[src/design/fsb_pkg.sv]
`default_nettype none

package fsb_pkg;

  // ring packet geometry, ten bytes on the wire
  localparam int ring_bytes_lp = 10;
  localparam int ring_width_lp = ring_bytes_lp * 8;

  // first byte is header, the rest is payload
  localparam int payload_bytes_lp = ring_bytes_lp - 1;

  // client nodes on the hub
  localparam int num_nodes_lp = 2;
  localparam int sum_node_id_lp = 0;
  localparam int swap_node_id_lp = 1;

  // both nodes come up disabled
  localparam logic [num_nodes_lp-1:0] enabled_at_start_lp = '0;

  // control opcodes
  // other encodings fall through and do nothing
  typedef enum logic [2:0]
  {
    op_enable  = 3'd1,
    op_disable = 3'd2,
    op_reset   = 3'd3
  } fsb_opcode_e;

  // data view, cmd == 0
  // byte 0 of data is the least significant
  typedef struct packed
  {
    logic [3:0]                       destid;
    logic                             cmd;
    logic [2:0]                       pad;
    logic [payload_bytes_lp-1:0][7:0] data;
  } fsb_data_s;

  // control view, cmd == 1
  // header layout matches the data view
  typedef struct packed
  {
    logic [3:0]               destid;
    logic                     cmd;
    fsb_opcode_e              opcode;
    logic [ring_width_lp-9:0] pad;
  } fsb_ctrl_s;

  // one ring word, decoded by cmd
  typedef union packed
  {
    fsb_data_s data;
    fsb_ctrl_s ctrl;
  } fsb_pkt_u;

  // per node control from the dispatcher
  typedef struct packed
  {
    logic en;
    logic reset;
  } fsb_node_ctrl_s;

endpackage

`default_nettype wire

[src/design/fsb_dispatch.sv]
`default_nettype none

module fsb_dispatch
  import fsb_pkg::*;
(
  input  logic                    core_clk_i,
  input  logic                    rst_i,

  // packets from the link side
  input  logic                    asm_v_i,
  input  fsb_pkt_u                asm_data_i,
  output logic                    asm_yumi_o,

  // toward the client nodes
  output logic [num_nodes_lp-1:0] node_v_o,
  output fsb_pkt_u                node_data_o,
  input  logic [num_nodes_lp-1:0] node_ready_i,
  output fsb_node_ctrl_s          node_ctrl_o [num_nodes_lp-1:0]
);

  // node enable and one-shot reset state
  logic [num_nodes_lp-1:0] en_r;
  logic [num_nodes_lp-1:0] reset_r;

  // header decode
  logic is_ctrl;
  logic dest_ok;
  logic dest_sel;

  assign is_ctrl  = asm_data_i.data.cmd;
  // destid 2 and up has no node behind it
  assign dest_ok  = (asm_data_i.data.destid < num_nodes_lp);
  // only meaningful when dest_ok
  assign dest_sel = asm_data_i.data.destid[0];

  // payload is broadcast, the strobe picks the node
  assign node_data_o = asm_data_i;

  always_comb
  begin
    for (int n = 0; n < num_nodes_lp; n++)
    begin
      // valid only toward an enabled, addressed node
      node_v_o[n] = asm_v_i & ~is_ctrl & dest_ok & (dest_sel == n[0]) & en_r[n];
      node_ctrl_o[n].en    = en_r[n];
      node_ctrl_o[n].reset = reset_r[n];
    end
  end

  // consume at once unless a live data packet waits on its node
  // control, bad destid and disabled targets all drain immediately
  assign asm_yumi_o = asm_v_i
                    & (is_ctrl | ~dest_ok | ~en_r[dest_sel] | node_ready_i[dest_sel]);

  always_ff @(posedge core_clk_i)
  begin
    if (rst_i)
    begin
      en_r    <= enabled_at_start_lp;
      reset_r <= '0;
    end
    else
    begin
      // reset pulse lasts a single cycle
      reset_r <= '0;
      if (asm_v_i & is_ctrl & dest_ok)
      begin
        case (asm_data_i.ctrl.opcode)
          op_enable:
          begin
            en_r[dest_sel] <= 1'b1;
          end
          op_disable:
          begin
            en_r[dest_sel] <= 1'b0;
          end
          op_reset:
          begin
            reset_r[dest_sel] <= 1'b1;
          end
          default:
          begin
            // unknown opcode, ignored
          end
        endcase
      end
    end
  end

  // a waiting packet stays offered and unchanged until it is taken
  assert property (@(posedge core_clk_i) disable iff (rst_i)
    (asm_v_i && !asm_yumi_o) |=> (asm_v_i && $stable(asm_data_i)));

endmodule

`default_nettype wire

[src/design/fsb_sum_node.sv]
`default_nettype none

module fsb_sum_node
  import fsb_pkg::*;
(
  input  logic           core_clk_i,
  input  logic           rst_i,
  input  fsb_node_ctrl_s node_ctrl_i,

  // from the dispatcher
  input  logic           v_i,
  input  fsb_pkt_u       data_i,
  output logic           ready_o,

  // to the return arbiter
  output logic           v_o,
  output fsb_pkt_u       data_o,
  input  logic           yumi_i
);

  // one-deep output register
  logic     v_r;
  fsb_pkt_u data_r;
  // packets handled since the last reset, wraps at 256
  logic [7:0] count_r;

  logic        accept;
  logic [15:0] sum;
  fsb_pkt_u    result;

  // room if empty or draining this cycle
  assign ready_o = ~v_r | yumi_i;
  assign accept  = v_i & ready_o & node_ctrl_i.en;

  // byte sum and result packing
  always_comb
  begin
    sum = '0;
    for (int i = 0; i < payload_bytes_lp; i++)
    begin
      sum = sum + 16'(data_i.data.data[i]);
    end
    // header passes through untouched
    result = data_i;
    result.data.data    = '0;
    result.data.data[0] = sum[7:0];
    result.data.data[1] = sum[15:8];
    // count includes this packet
    result.data.data[2] = count_r + 8'd1;
  end

  always_ff @(posedge core_clk_i)
  begin
    if (rst_i | node_ctrl_i.reset)
    begin
      v_r     <= 1'b0;
      count_r <= '0;
    end
    else if (accept)
    begin
      v_r     <= 1'b1;
      count_r <= count_r + 8'd1;
    end
    else if (yumi_i)
    begin
      v_r <= 1'b0;
    end
  end

  always_ff @(posedge core_clk_i)
  begin
    if (accept)
    begin
      data_r <= result;
    end
  end

  assign v_o    = v_r;
  assign data_o = data_r;

  // arbiter only takes what the node offers
  assert property (@(posedge core_clk_i) disable iff (rst_i)
    yumi_i |-> v_o);

endmodule

`default_nettype wire

[src/design/fsb_swap_node.sv]
`default_nettype none

module fsb_swap_node
  import fsb_pkg::*;
(
  input  logic           core_clk_i,
  input  logic           rst_i,
  input  fsb_node_ctrl_s node_ctrl_i,

  // from the dispatcher
  input  logic           v_i,
  input  fsb_pkt_u       data_i,
  output logic           ready_o,

  // to the return arbiter
  output logic           v_o,
  output fsb_pkt_u       data_o,
  input  logic           yumi_i
);

  // one-deep output register
  logic     v_r;
  fsb_pkt_u data_r;

  logic     accept;
  fsb_pkt_u result;

  assign ready_o = ~v_r | yumi_i;
  assign accept  = v_i & ready_o & node_ctrl_i.en;

  // mirror the payload, byte k takes byte 8-k
  always_comb
  begin
    result = data_i;
    for (int k = 0; k < payload_bytes_lp; k++)
    begin
      result.data.data[k] = data_i.data.data[payload_bytes_lp-1-k];
    end
  end

  always_ff @(posedge core_clk_i)
  begin
    if (rst_i | node_ctrl_i.reset)
    begin
      v_r <= 1'b0;
    end
    else if (accept)
    begin
      v_r <= 1'b1;
    end
    else if (yumi_i)
    begin
      v_r <= 1'b0;
    end
  end

  always_ff @(posedge core_clk_i)
  begin
    if (accept)
    begin
      data_r <= result;
    end
  end

  assign v_o    = v_r;
  assign data_o = data_r;

  assert property (@(posedge core_clk_i) disable iff (rst_i)
    yumi_i |-> v_o);

endmodule

`default_nettype wire

[src/design/fsb_return_arb.sv]
`default_nettype none

module fsb_return_arb
  import fsb_pkg::*;
(
  input  logic                    core_clk_i,
  input  logic                    rst_i,

  // from the client nodes
  input  logic [num_nodes_lp-1:0] node_v_i,
  input  fsb_pkt_u                node_data_i [num_nodes_lp-1:0],
  output logic [num_nodes_lp-1:0] node_yumi_o,

  // outgoing stream
  output logic                    asm_v_o,
  output fsb_pkt_u                asm_data_o,
  input  logic                    asm_ready_i
);

  // output register
  logic     out_v_r;
  fsb_pkt_u out_data_r;
  // round-robin pointer, set means node 1 goes first on a tie
  logic     rr_r;

  logic                    load_ok;
  logic                    both_v;
  logic [num_nodes_lp-1:0] grant;
  logic                    win;
  fsb_pkt_u                pick;

  // register can take a new word when empty or handing off
  assign load_ok = ~out_v_r | asm_ready_i;
  assign both_v  = &node_v_i;

  always_comb
  begin
    if (both_v)
    begin
      grant = rr_r ? 2'b10 : 2'b01;
    end
    else
    begin
      grant = node_v_i;
    end
  end

  assign node_yumi_o = load_ok ? grant : '0;
  assign win         = grant[1];

  // stamp the producing node index into destid
  always_comb
  begin
    pick = node_data_i[win];
    pick.data.destid = 4'(win);
  end

  always_ff @(posedge core_clk_i)
  begin
    if (rst_i)
    begin
      out_v_r <= 1'b0;
      rr_r    <= 1'b0;
    end
    else if (load_ok)
    begin
      out_v_r <= |node_v_i;
      // alternate only on contention
      if (both_v)
      begin
        rr_r <= ~rr_r;
      end
    end
  end

  always_ff @(posedge core_clk_i)
  begin
    if (load_ok & (|node_v_i))
    begin
      out_data_r <= pick;
    end
  end

  assign asm_v_o    = out_v_r;
  assign asm_data_o = out_data_r;

  // a stalled word holds until the link takes it
  assert property (@(posedge core_clk_i) disable iff (rst_i)
    (asm_v_o && !asm_ready_i) |=> (asm_v_o && $stable(asm_data_o)));

  // never drain two nodes at once
  assert property (@(posedge core_clk_i) disable iff (rst_i)
    $onehot0(node_yumi_o));

endmodule

`default_nettype wire

[src/design/fsb_guts.sv]
`default_nettype none

module fsb_guts
  import fsb_pkg::*;
(
  input  logic     core_clk_i,
  input  logic     rst_i,

  // in from the link side
  input  logic     asm_v_i,
  input  fsb_pkt_u asm_data_i,
  output logic     asm_yumi_o,

  // out to the link side
  output logic     asm_v_o,
  output fsb_pkt_u asm_data_o,
  input  logic     asm_ready_i
);

  // dispatcher to nodes
  logic [num_nodes_lp-1:0] node_v_a;
  fsb_pkt_u                node_data_a;
  logic [num_nodes_lp-1:0] node_ready_a;
  fsb_node_ctrl_s          node_ctrl [num_nodes_lp-1:0];

  // nodes to arbiter
  logic [num_nodes_lp-1:0] node_v_b;
  fsb_pkt_u                node_data_b [num_nodes_lp-1:0];
  logic [num_nodes_lp-1:0] node_yumi_b;

  fsb_dispatch dispatch
  (
    .core_clk_i   (core_clk_i),
    .rst_i        (rst_i),
    .asm_v_i      (asm_v_i),
    .asm_data_i   (asm_data_i),
    .asm_yumi_o   (asm_yumi_o),
    .node_v_o     (node_v_a),
    .node_data_o  (node_data_a),
    .node_ready_i (node_ready_a),
    .node_ctrl_o  (node_ctrl)
  );

  // byte sum client
  fsb_sum_node sum_node
  (
    .core_clk_i  (core_clk_i),
    .rst_i       (rst_i),
    .node_ctrl_i (node_ctrl[sum_node_id_lp]),
    .v_i         (node_v_a[sum_node_id_lp]),
    .data_i      (node_data_a),
    .ready_o     (node_ready_a[sum_node_id_lp]),
    .v_o         (node_v_b[sum_node_id_lp]),
    .data_o      (node_data_b[sum_node_id_lp]),
    .yumi_i      (node_yumi_b[sum_node_id_lp])
  );

  // byte reversal client
  fsb_swap_node swap_node
  (
    .core_clk_i  (core_clk_i),
    .rst_i       (rst_i),
    .node_ctrl_i (node_ctrl[swap_node_id_lp]),
    .v_i         (node_v_a[swap_node_id_lp]),
    .data_i      (node_data_a),
    .ready_o     (node_ready_a[swap_node_id_lp]),
    .v_o         (node_v_b[swap_node_id_lp]),
    .data_o      (node_data_b[swap_node_id_lp]),
    .yumi_i      (node_yumi_b[swap_node_id_lp])
  );

  fsb_return_arb return_arb
  (
    .core_clk_i  (core_clk_i),
    .rst_i       (rst_i),
    .node_v_i    (node_v_b),
    .node_data_i (node_data_b),
    .node_yumi_o (node_yumi_b),
    .asm_v_o     (asm_v_o),
    .asm_data_o  (asm_data_o),
    .asm_ready_i (asm_ready_i)
  );

endmodule

`default_nettype wire

[config.mk]
export PLATFORM = sky130hd
export DESIGN_NAME = fsb_guts
export DESIGN_NICKNAME = d
export VERILOG_FILES = /design/src/design/fsb_pkg.sv /design/src/design/fsb_dispatch.sv /design/src/design/fsb_sum_node.sv /design/src/design/fsb_swap_node.sv /design/src/design/fsb_return_arb.sv /design/src/design/fsb_guts.sv
export SDC_FILE = /design/constraint.sdc
export NUM_CORES = 1
export LEC_CHECK = 0
export BUFFER_PORTS_ARGS = -buffer_cell sky130_fd_sc_hd__buf_2
export CAP_MARGIN = 15
export CORE_MARGIN = 2
export CORE_UTILIZATION = 55
export DETAILED_ROUTE_END_ITERATION = 12
export PLACE_DENSITY = 0.82
export RECOVER_POWER = 50
export SLEW_MARGIN = 20
export SYNTH_ARGS = -nofsm -noshare
export SYNTH_HDL_FRONTEND = slang
export SYNTH_SLANG_ARGS = --single-unit
[constraint.sdc]
create_clock -name core_clk_i -period 6.9 [get_ports core_clk_i]
set_clock_uncertainty 0.2 [all_clocks]
set_input_delay 0.345 -clock core_clk_i [delete_from_list [all_inputs] [get_ports core_clk_i]]
set_output_delay 0.345 -clock core_clk_i [all_outputs]
set_load 0.005 [all_outputs]
# == After elaboration in Yosys (flattened, before gate mapping) ==
# Index checks and enable logic that the tools add are counted.
# classes
n_addsub,9
magnitude_cmp,4
n_eq_ne,3
n_mux,16
n_bitwise,35
reduce_logical,9
# op_table
op,count
76-bit two-way mux,2
16-bit by 8-bit adder with 16-bit output,6
1-bit bitwise AND,14
9-bit by 8-bit adder with 10-bit output,1
1-bit inverter,10
8-bit by 8-bit adder with 9-bit output,1
1-bit two-way mux,9
"8-bit by 1-bit adder with 8-bit output, second input constant",1
1-bit bitwise OR,8
"3-bit by 2-bit == test with 1-bit output, second input constant",2
2-bit two-way mux,3
2-bit nonzero test,3
"1-bit by 2-bit less-than comparator with 1-bit output, second input constant",2
"4-bit by 2-bit less-than comparator with 1-bit output, second input constant",1
2-bit one-hot mux with 2 select lines,1
2-bit AND reduction,2
"3-bit by 1-bit == test with 1-bit output, second input constant",1
3-bit AND reduction,1
3-bit OR reduction,1
2-bit bitwise AND,1
2-bit inverter,1
2-bit bitwise OR,1
2-bit OR reduction,1
1-bit demux with 1-bit select,1
2 further kinds,2
# totals
regBits,197
input_bits,84
output_inout_bits,82
elab_cells,86

# == Logic depth before layout (Yosys ltp) ==
# Gate-level depths: netlist of the first run.
# depth
ltp_word,8
mapped_depth,23
depth_no_buf,23

# == Cells and area by module ==
# From an unflattened synthesis of the first run, not the netlist that was laid out.
# hier_totals
cells_unflattened,726
hier_area_um2,10382.5
# modules_own_cells
mod,n_inst,cells_per_inst,area_per_inst_um2,seq_area_each_um2
fsb_sum_node,1,352,3633.5,1021.0
fsb_return_arb,1,181,3463.3,2352.3
fsb_swap_node,1,85,2458.6,2422.3
fsb_dispatch,1,108,827.0,80.1

# == Worst setup path before layout of the first run ==
# OpenSTA, ideal clock, no wires.
# synth_path
path_kind,input-to-reg
startpoint,input asm_data_i[79] (netlist bit)
endpoint,"register swap_node.data_r, in the netlist swap_node.data_o[0], enable pin"
setup_ns,0.535
arrival_time_ns,4.875
t_required_ns,6.165
slack_ns,1.290
stages,4
path_buffers,0
cell_sequence,or3_4 nor3b_4 nand3_1 a21oi_1
# synth_between
elab_chain_cells,6
# synth_lines
item,line_no,rtl
"start, declared",fsb_guts.sv:11,"input fsb_pkt_u asm_data_i,"
4-bit by 2-bit less-than comparator with 1-bit output,fsb_dispatch.sv:32,assign dest_ok = (asm_data_i.data.destid < num_nodes_lp);
1-bit bitwise AND (3 in a row),fsb_dispatch.sv:44,node_v_o[n] = asm_v_i & ~is_ctrl & dest_ok & (dest_sel == n[0]) & en_r[n];
1-bit bitwise AND (2 in a row),fsb_swap_node.sv:29,assign accept = v_i & ready_o & node_ctrl_i.en;
named net swap_node.accept,fsb_swap_node.sv:25,logic accept;
"end signal, assigned",fsb_swap_node.sv:61,data_r <= result;
"end, declared",fsb_swap_node.sv:23,fsb_pkt_u data_r;
# The timed path passes the listed nets, and every way through them passes these cells.
# A chain may end at the register's enable or synchronous reset.

==> results of run 1 <==
-- what timing repair did --
item / in CTS / in global routing
hold buffers: 78 / 0
endpoints found under the hold margin: 83 / 0
gates resized for setup: 0 / 0
-- worst max-delay path: stages --
cell	delay [ns]
dlygate4sd3_1	0.54
clkbuf_1	0.14
inv_1	0.08
fa_1	0.48
inv_1	0.10
ha_1	0.15
inv_1	0.05
fa_1	0.39
nor2b_1	0.13
o21a_1	0.16
o21ai_0	0.11
a21oi_1	0.26
a211oi_1	0.10
fa_1	0.50
inv_1	0.06
fa_1	0.52
fa_1	0.55
inv_1	0.05
fa_1	0.45
ha_1	0.38
o21a_1	0.19
a21oi_1	0.20
o21ai_0	0.16
a21oi_1	0.18
o21bai_1	0.08
-- sequential cells by signal, indices dropped and copies added, names as in the netlist, named ones only --
register and cells:
sum_node.v_o 1, dispatch.reset_r 2, return_arb.asm_v_o 1, sum_node.data_o 24, swap_node.data_o 76, swap_node.v_o 1, sum_node.count_r 8, return_arb.asm_data_o 77
return_arb.rr_r 1
-- where the power goes --
group / leakage [uW] / switching (uW) / total (uW) / internal, uW
Sequential: 0.00164 / 0.0682 / 1370 / 1370
Clock: 0.000292 / 425 / 1030 / 603
Combinational: 0.00227 / 846 / 1510 / 664
Total: 0.00420 / 1270 / 3910 / 2630
-- cell families after synthesis --
family	share of synthesized area, %
muxes	3.08
and+or+nand+nor	7.59
adders and majority gates	14.7
other	0.0427
DFF	64.2
AOI/OAI and AO/OA	3.47
xor gates and xnor gates	2.79
buffers and inverters	4.15
-- worst max-delay path by stage --
stage / startpoint / end / slack (ns) / cells past startpoint
5_1_grt: asm_data_i[1] / sum_node.data_o[11] / 0.17 / 25
2_1_floorplan: asm_data_i[79] / swap_node.data_o[0] / 1.29 / 4
4_1_cts: asm_data_i[1] / sum_node.data_o[11] / 0.61 / 25
6_report: asm_data_i[1] / sum_node.data_o[11] / 0.51 / 25
3_3_place_gp: asm_data_i[1] / sum_node.data_o[11] / 0.93 / 24
3_5_place_dp: asm_data_i[1] / sum_node.data_o[11] / 0.73 / 24
-- metrics by stage --
step	std cells	instance area [sq um]	util (%)	setup slack (ns)
finish	1044	11000	70.3	0.509
global route	1044	11000	70.3	0.166
CTS	1044	11200	71.3	0.612
detailed placement	934	9810	62.4	0.733
global placement	934	9810	62.4	0.934
floorplan	575	8780	-	1.29
-- cell usage in the layout, fill, tap and decap left out, types with 9 or more instances in the layout --
| cell type | instances |
|---|---|
| a21oi_1 | 16 |
| o21ai_0 | 9 |
| and3_1 | 56 |
| inv_1 | 70 |
| edfxtp_1 | 177 |
| dlygate4sd3_1 | 78 |
| nor2_1 | 13 |
| ha_1 | 26 |
| clkbuf_1 | 128 |
| mux2_2 | 24 |
| dfxtp_1 | 16 |
| clkbuf_16 | 17 |
| fa_1 | 48 |
| xnor2_1 | 11 |
| buf_2 | 33 |
| xor2_1 | 17 |
-- cell type report --
| type | count | area (sq um) | area share [%] |
|---|---|---|---|
| clock buffers | 17 | 425 | 3.85 |
| flip-flops and latches | 193 | 5640 | 51.0 |
| inverters | 71 | 267 | 2.41 |
| repair buffers | 243 | 1450 | 13.2 |
| well taps | 216 | 270 | 2.45 |
| multi-input cells | 289 | 2800 | 25.4 |
| clock inverters | 15 | 190 | 1.72 |
-- metal layers --
| layer | wire (microns) | GRT usage (%) | vias to the layer above |
|---|---|---|---|
| met2 | 9790 | 40.7 | 209 |
| met4 | 479 | 9.30 | 0 |
| met1 | 7530 | 28.5 | 2713 |
| li1 | - | - | 2513 |
| met3 | 1070 | 5.45 | 37 |
| met5 | 0 | 0 | - |
==> results.yml, run 1 <==
placement:
  place_congestion: 0.827
  portBuffers: 162
  dp_hpwl_microns: 12300
detailed_routing:
  vias: 5472
  routed_wl_microns: 18900
  wl_per_cell_microns: 18.1
  dr.pass1.iters: 4
  ant_nets: 0
  vias_per_cell: 5.24
  drt_iter0_drc: 405
  drc: 0
synth:
  yosysUniqueCellTypes: 45
  syn_area_sq_mm: 0.00877
  yosysSeqAreaShare_pct: 64.2
  ys_ff_latch: 193
  syn-instance-count: 573
  synthTopCellsByCount: "177 x edfxtp_1, 71 x inv_1, 56 x and3_1"
  synth_edf_count: 177
  synth_top_area_share_pct: 60.6
  yosysTopAreaCell: "edfxtp_1"
  ys_async_sr_fraction_pct: 0
  yosys_warnings: 0
  synth_area_per_cell_sq_um: 15.3
  synth_area_leaders: "edfxtp_1 61%, fa_1 11%, and3_1 4.0%, ha_1 3.7%, dfxtp_1 3.7%"
  synth_ff_type: "edfxtp_1"
  synth.most_common_cell: "edfxtp_1"
clocking:
  path_clk_slew_ns: 0.07
  cts_tree: "yes"
  ctsLongestPathBuffers: 2
  clock-sinks: 193
  cts_setup_buffers: 0
  htreeDepth: 4
  clk_latency_ns: 0.43
  numCtsBuffers: 17
  root_buffer: "clkbuf_16"
outcome:
  outcome: "finished, violations left"
  violations: "max-capacitance violations, max-slew violations"
global_routing:
  grt_pass1_vias: 5770
  grt_overflow: 0
  grt_pass1_wl_microns: 29200
  antenna_found_initial: 0
  grt_max_degree: 68
  grt_usage_pct: 23.4
final_layout:
  drive_gt1_share_pct: 11.7
  antenna_cells: 0
  fillCellCount: 1129
  synthToLayoutAreaGrowth_pct: 25.9
  fin_nets: 973
setup_path:
  path_class: "in2reg"
  startpoint_type: "primary input"
  cp_data_arrival_time_ns: 6.37
  r2r_slack_ns: 3.21
  r2r-end: "sum_node.count_r[0]"
  crit_required_ns: 6.88
  cp-end-kind: "register"
  cp_max_fo: 5
  ff2ff_path_depth: 6
  rr_startpoint: "swap_node.v_o"
floorplan:
  chipHeight_microns: 130
  die_area_sq_mm: 0.0170
  io-pin-count: 166
  coreArea_sq_mm: 0.0157
  dieWidth_microns: 130
  initial_core_util_pct: 55.8
  rows: 46
power:
  powerDensity_mw_per_mm2: 354
  peakVddDrop_uv: 347
  p_leak_uw: 0.00420
  power_uw: 3910
timing:
  worstMarginPinSlew_ns: 1.72
  min_period_ns: 6.39
  max_freq_mhz: 156
  slew_headroom_pct: -14.9
  slew_viol_final: 60
  setup_viol: 0
  finalCritPeriodShare_pct: 92.6
  whs_ns: 0.0978
  rsz0062_at_grt: "no"
  tns_ns: 0
  hold_violations: 0
hold_path:
  holdCritPathClass: "in2reg"
  hold_path_depth: 3
  min_from: "asm_ready_i"
  hold_end: "return_arb.asm_v_o"
job:
  drv_cap: 1
Note: power is estimated with default switching activity, not from simulation.
==> inputs of run 2 (changes only) <==
CORE_UTILIZATION = 56   (was 55)
PLACE_DENSITY = 0.83   (was 0.82)
==> run 2 against run 1 <==
Effect of this change: the run still ends with max-capacitance violations, max-slew violations left; setup slack improved by 0.049 ns; flip-flop and latch count unchanged; final area decreased by 0.53%; routed wire length increased by 2.4%; count of clock-buffer cells in the layout increased by 1; combinational power about the same; critical endpoint unchanged; largest power group unchanged; highest routed layer is now met5.
==> results.yml, run 2 (synthesis results as in run 1) <==
final_layout:
  final_common_cell: "edfxtp_1"
  largest_reg_flops: 77
  antenna_cells: 0
  layout_common_cells: "177 x edfxtp_1, 131 x clkbuf_1, 78 x dlygate4sd3_1"
  synthToLayoutAreaGrowth_pct: 25.2
  fillCellCount: 1022
  drive_gt1_share_pct: 11.6
  seq_area_sq_mm: 0.00564
  instances_no_fill: 1039
  fin_nets: 973
  stdcell_area_sq_mm: 0.0110
  multiInputGateArea_sq_mm: 0.00280
floorplan:
  dieWidth_microns: 129
  chipHeight_microns: 129
  die_area_sq_mm: 0.0167
  coreArea_sq_mm: 0.0153
  io-pin-count: 166
  initial_core_util_pct: 57.5
  rows: 45
setup_path:
  cp_data_arrival_time_ns: 6.32
  cp-end-kind: "register"
  path_class: "in2reg"
  rr_startpoint: "swap_node.v_o"
  slowest_stage: "fa_1"
  startpoint_type: "primary input"
  r2r_slack_ns: 2.99
  cp_num_buf_inv: 7
  worstSetupStartpoint: "asm_data_i[9]"
  cp_max_fo: 5
  ff2ff_path_depth: 3
  crit_top_cell: "fa_1"
  cp_top_family: "adder cells"
  r2r-end: "return_arb.asm_data_o[8]"
  crit_required_ns: 6.87
  cpPeakStageDelay_ns: 0.56
power:
  power_uw: 3840
  p_leak_uw: 0.00418
  peakVddDrop_uv: 347
  powerDensity_mw_per_mm2: 350
timing:
  tns_ns: 0
  worstMarginPinSlew_ns: 1.83
  setup_viol: 0
  hold_violations: 0
  finalWorstSetupSlack_ns: 0.557
  slew_headroom_pct: -22.3
  min_period_ns: 6.34
  max_freq_mhz: 158
  rsz0062_at_grt: "no"
  finalCritPeriodShare_pct: 91.9
  slew_viol_final: 60
global_routing:
  grt_usage_pct: 24.4
  grt_pass1_wl_microns: 30200
  grt_pass1_vias: 5937
  grt_use_met3_pct: 6.07
  antenna_found_initial: 1
  grt_overflow: 0
  use_met2_pct: 42.8
  met1_usage_pct: 28.6
  busiest_layer: "met2"
  grt_max_degree: 63
placement:
  dp_hpwl_microns: 12600
  place_area_sq_mm: 0.00980
  place_congestion: 0.848
  pre_cts_ws_ns: 0.687
  portBuffers: 162
  place_inst: 929
clocking:
  clock-sinks: 193
  ctsLongestPathBuffers: 2
  cts_resized: 0
  root_buffer: "clkbuf_16"
  numCtsBuffers: 17
  htreeDepth: 4
  cts_setup_buffers: 0
  clk_latency_ns: 0.43
  cts_tree: "yes"
  path_clk_slew_ns: 0.07
  ctsHoldBuffers: 78
hold_path:
  hold_path_depth: 3
  hold_end: "return_arb.asm_v_o"
  holdCritPathClass: "in2reg"
  min_from: "asm_ready_i"
job:
  drv_cap: 1
outcome:
  outcome: "finished, violations left"
  violations: "max-capacitance violations, max-slew violations"
detailed_routing:
  ant_nets: 0
  vias: 5521
  routed_wl_microns: 19300
  vias_per_cell: 5.31
  drc: 0
  wl_per_cell_microns: 18.6
  dr.pass1.iters: 6
  drt_iter0_drc: 336
==> run 2: changes by cell type in the layout (fill, tap and decap cells not counted), sizes merged <==
cell      delta
buf          -2
bufinv       -2
clkbuf       +3
clkinv       +1
clkinvlp     -2
inv          +2
==> run 2: layer usage <==
layer	up-vias	wire [microns]	part of all wire, %
met1	2704	7280	38
li1	2520	-	-
met4	2	553	2.9
met5	-	13	0.067
met2	251	10200	53
met3	44	1270	6.6
==> run 2: layout make-up <==
| cell class | instances | area share (%) |
|---|---|---|
| Clock buffer | 18 | 3.91 |
| Sequential cell | 193 | 51.3 |
| Timing Repair Buffer | 243 | 13.2 |
| Clock inverter | 14 | 1.23 |
| Inverter | 71 | 2.43 |
| Multi-Input combinational cell | 289 | 25.5 |
| Tap cell | 211 | 2.40 |
==> run 2: how the worst max path moves through the flow <==
stage | cells past startpoint | slack, ns | endpoint
finish | 25 | 0.56 | sum_node.data_o[11]
global route | 25 | 0.17 | sum_node.data_o[11]
CTS | 25 | 0.59 | sum_node.data_o[11]
detailed placement | 24 | 0.69 | sum_node.data_o[11]
global placement | 24 | 0.94 | sum_node.data_o[11]
floorplan | 4 | 1.29 | swap_node.data_o[0]
==> run 2: worst min-delay path, delay by kind of cell <==
kind / cells / cell delay [ns]
AOI/OAI and AO/OA: 1 / 0.08
buffers and inverters: 1 / 0.08
and+or+nand+nor: 1 / 0.15
==> run 2: metrics by stage <==
stage | hold slack (ns) | utilization [%]
2_1_floorplan | 0.170 | -
3_3_place_gp | 0.167 | 64.3
3_5_place_dp | 0.184 | 64.3
4_1_cts | 0.0715 | 73.1
5_1_grt | 0.102 | 72.0
6_report | 0.0860 | 72.0
==> run 2: power breakdown <==
part | leakage [uW] | internal [uW] | switching, uW
clock | 0.000279 | 532 | 420
combinational | 0.00227 | 669 | 855
sequential | 0.00164 | 1370 | 0.0674
total | 0.00418 | 2570 | 1280
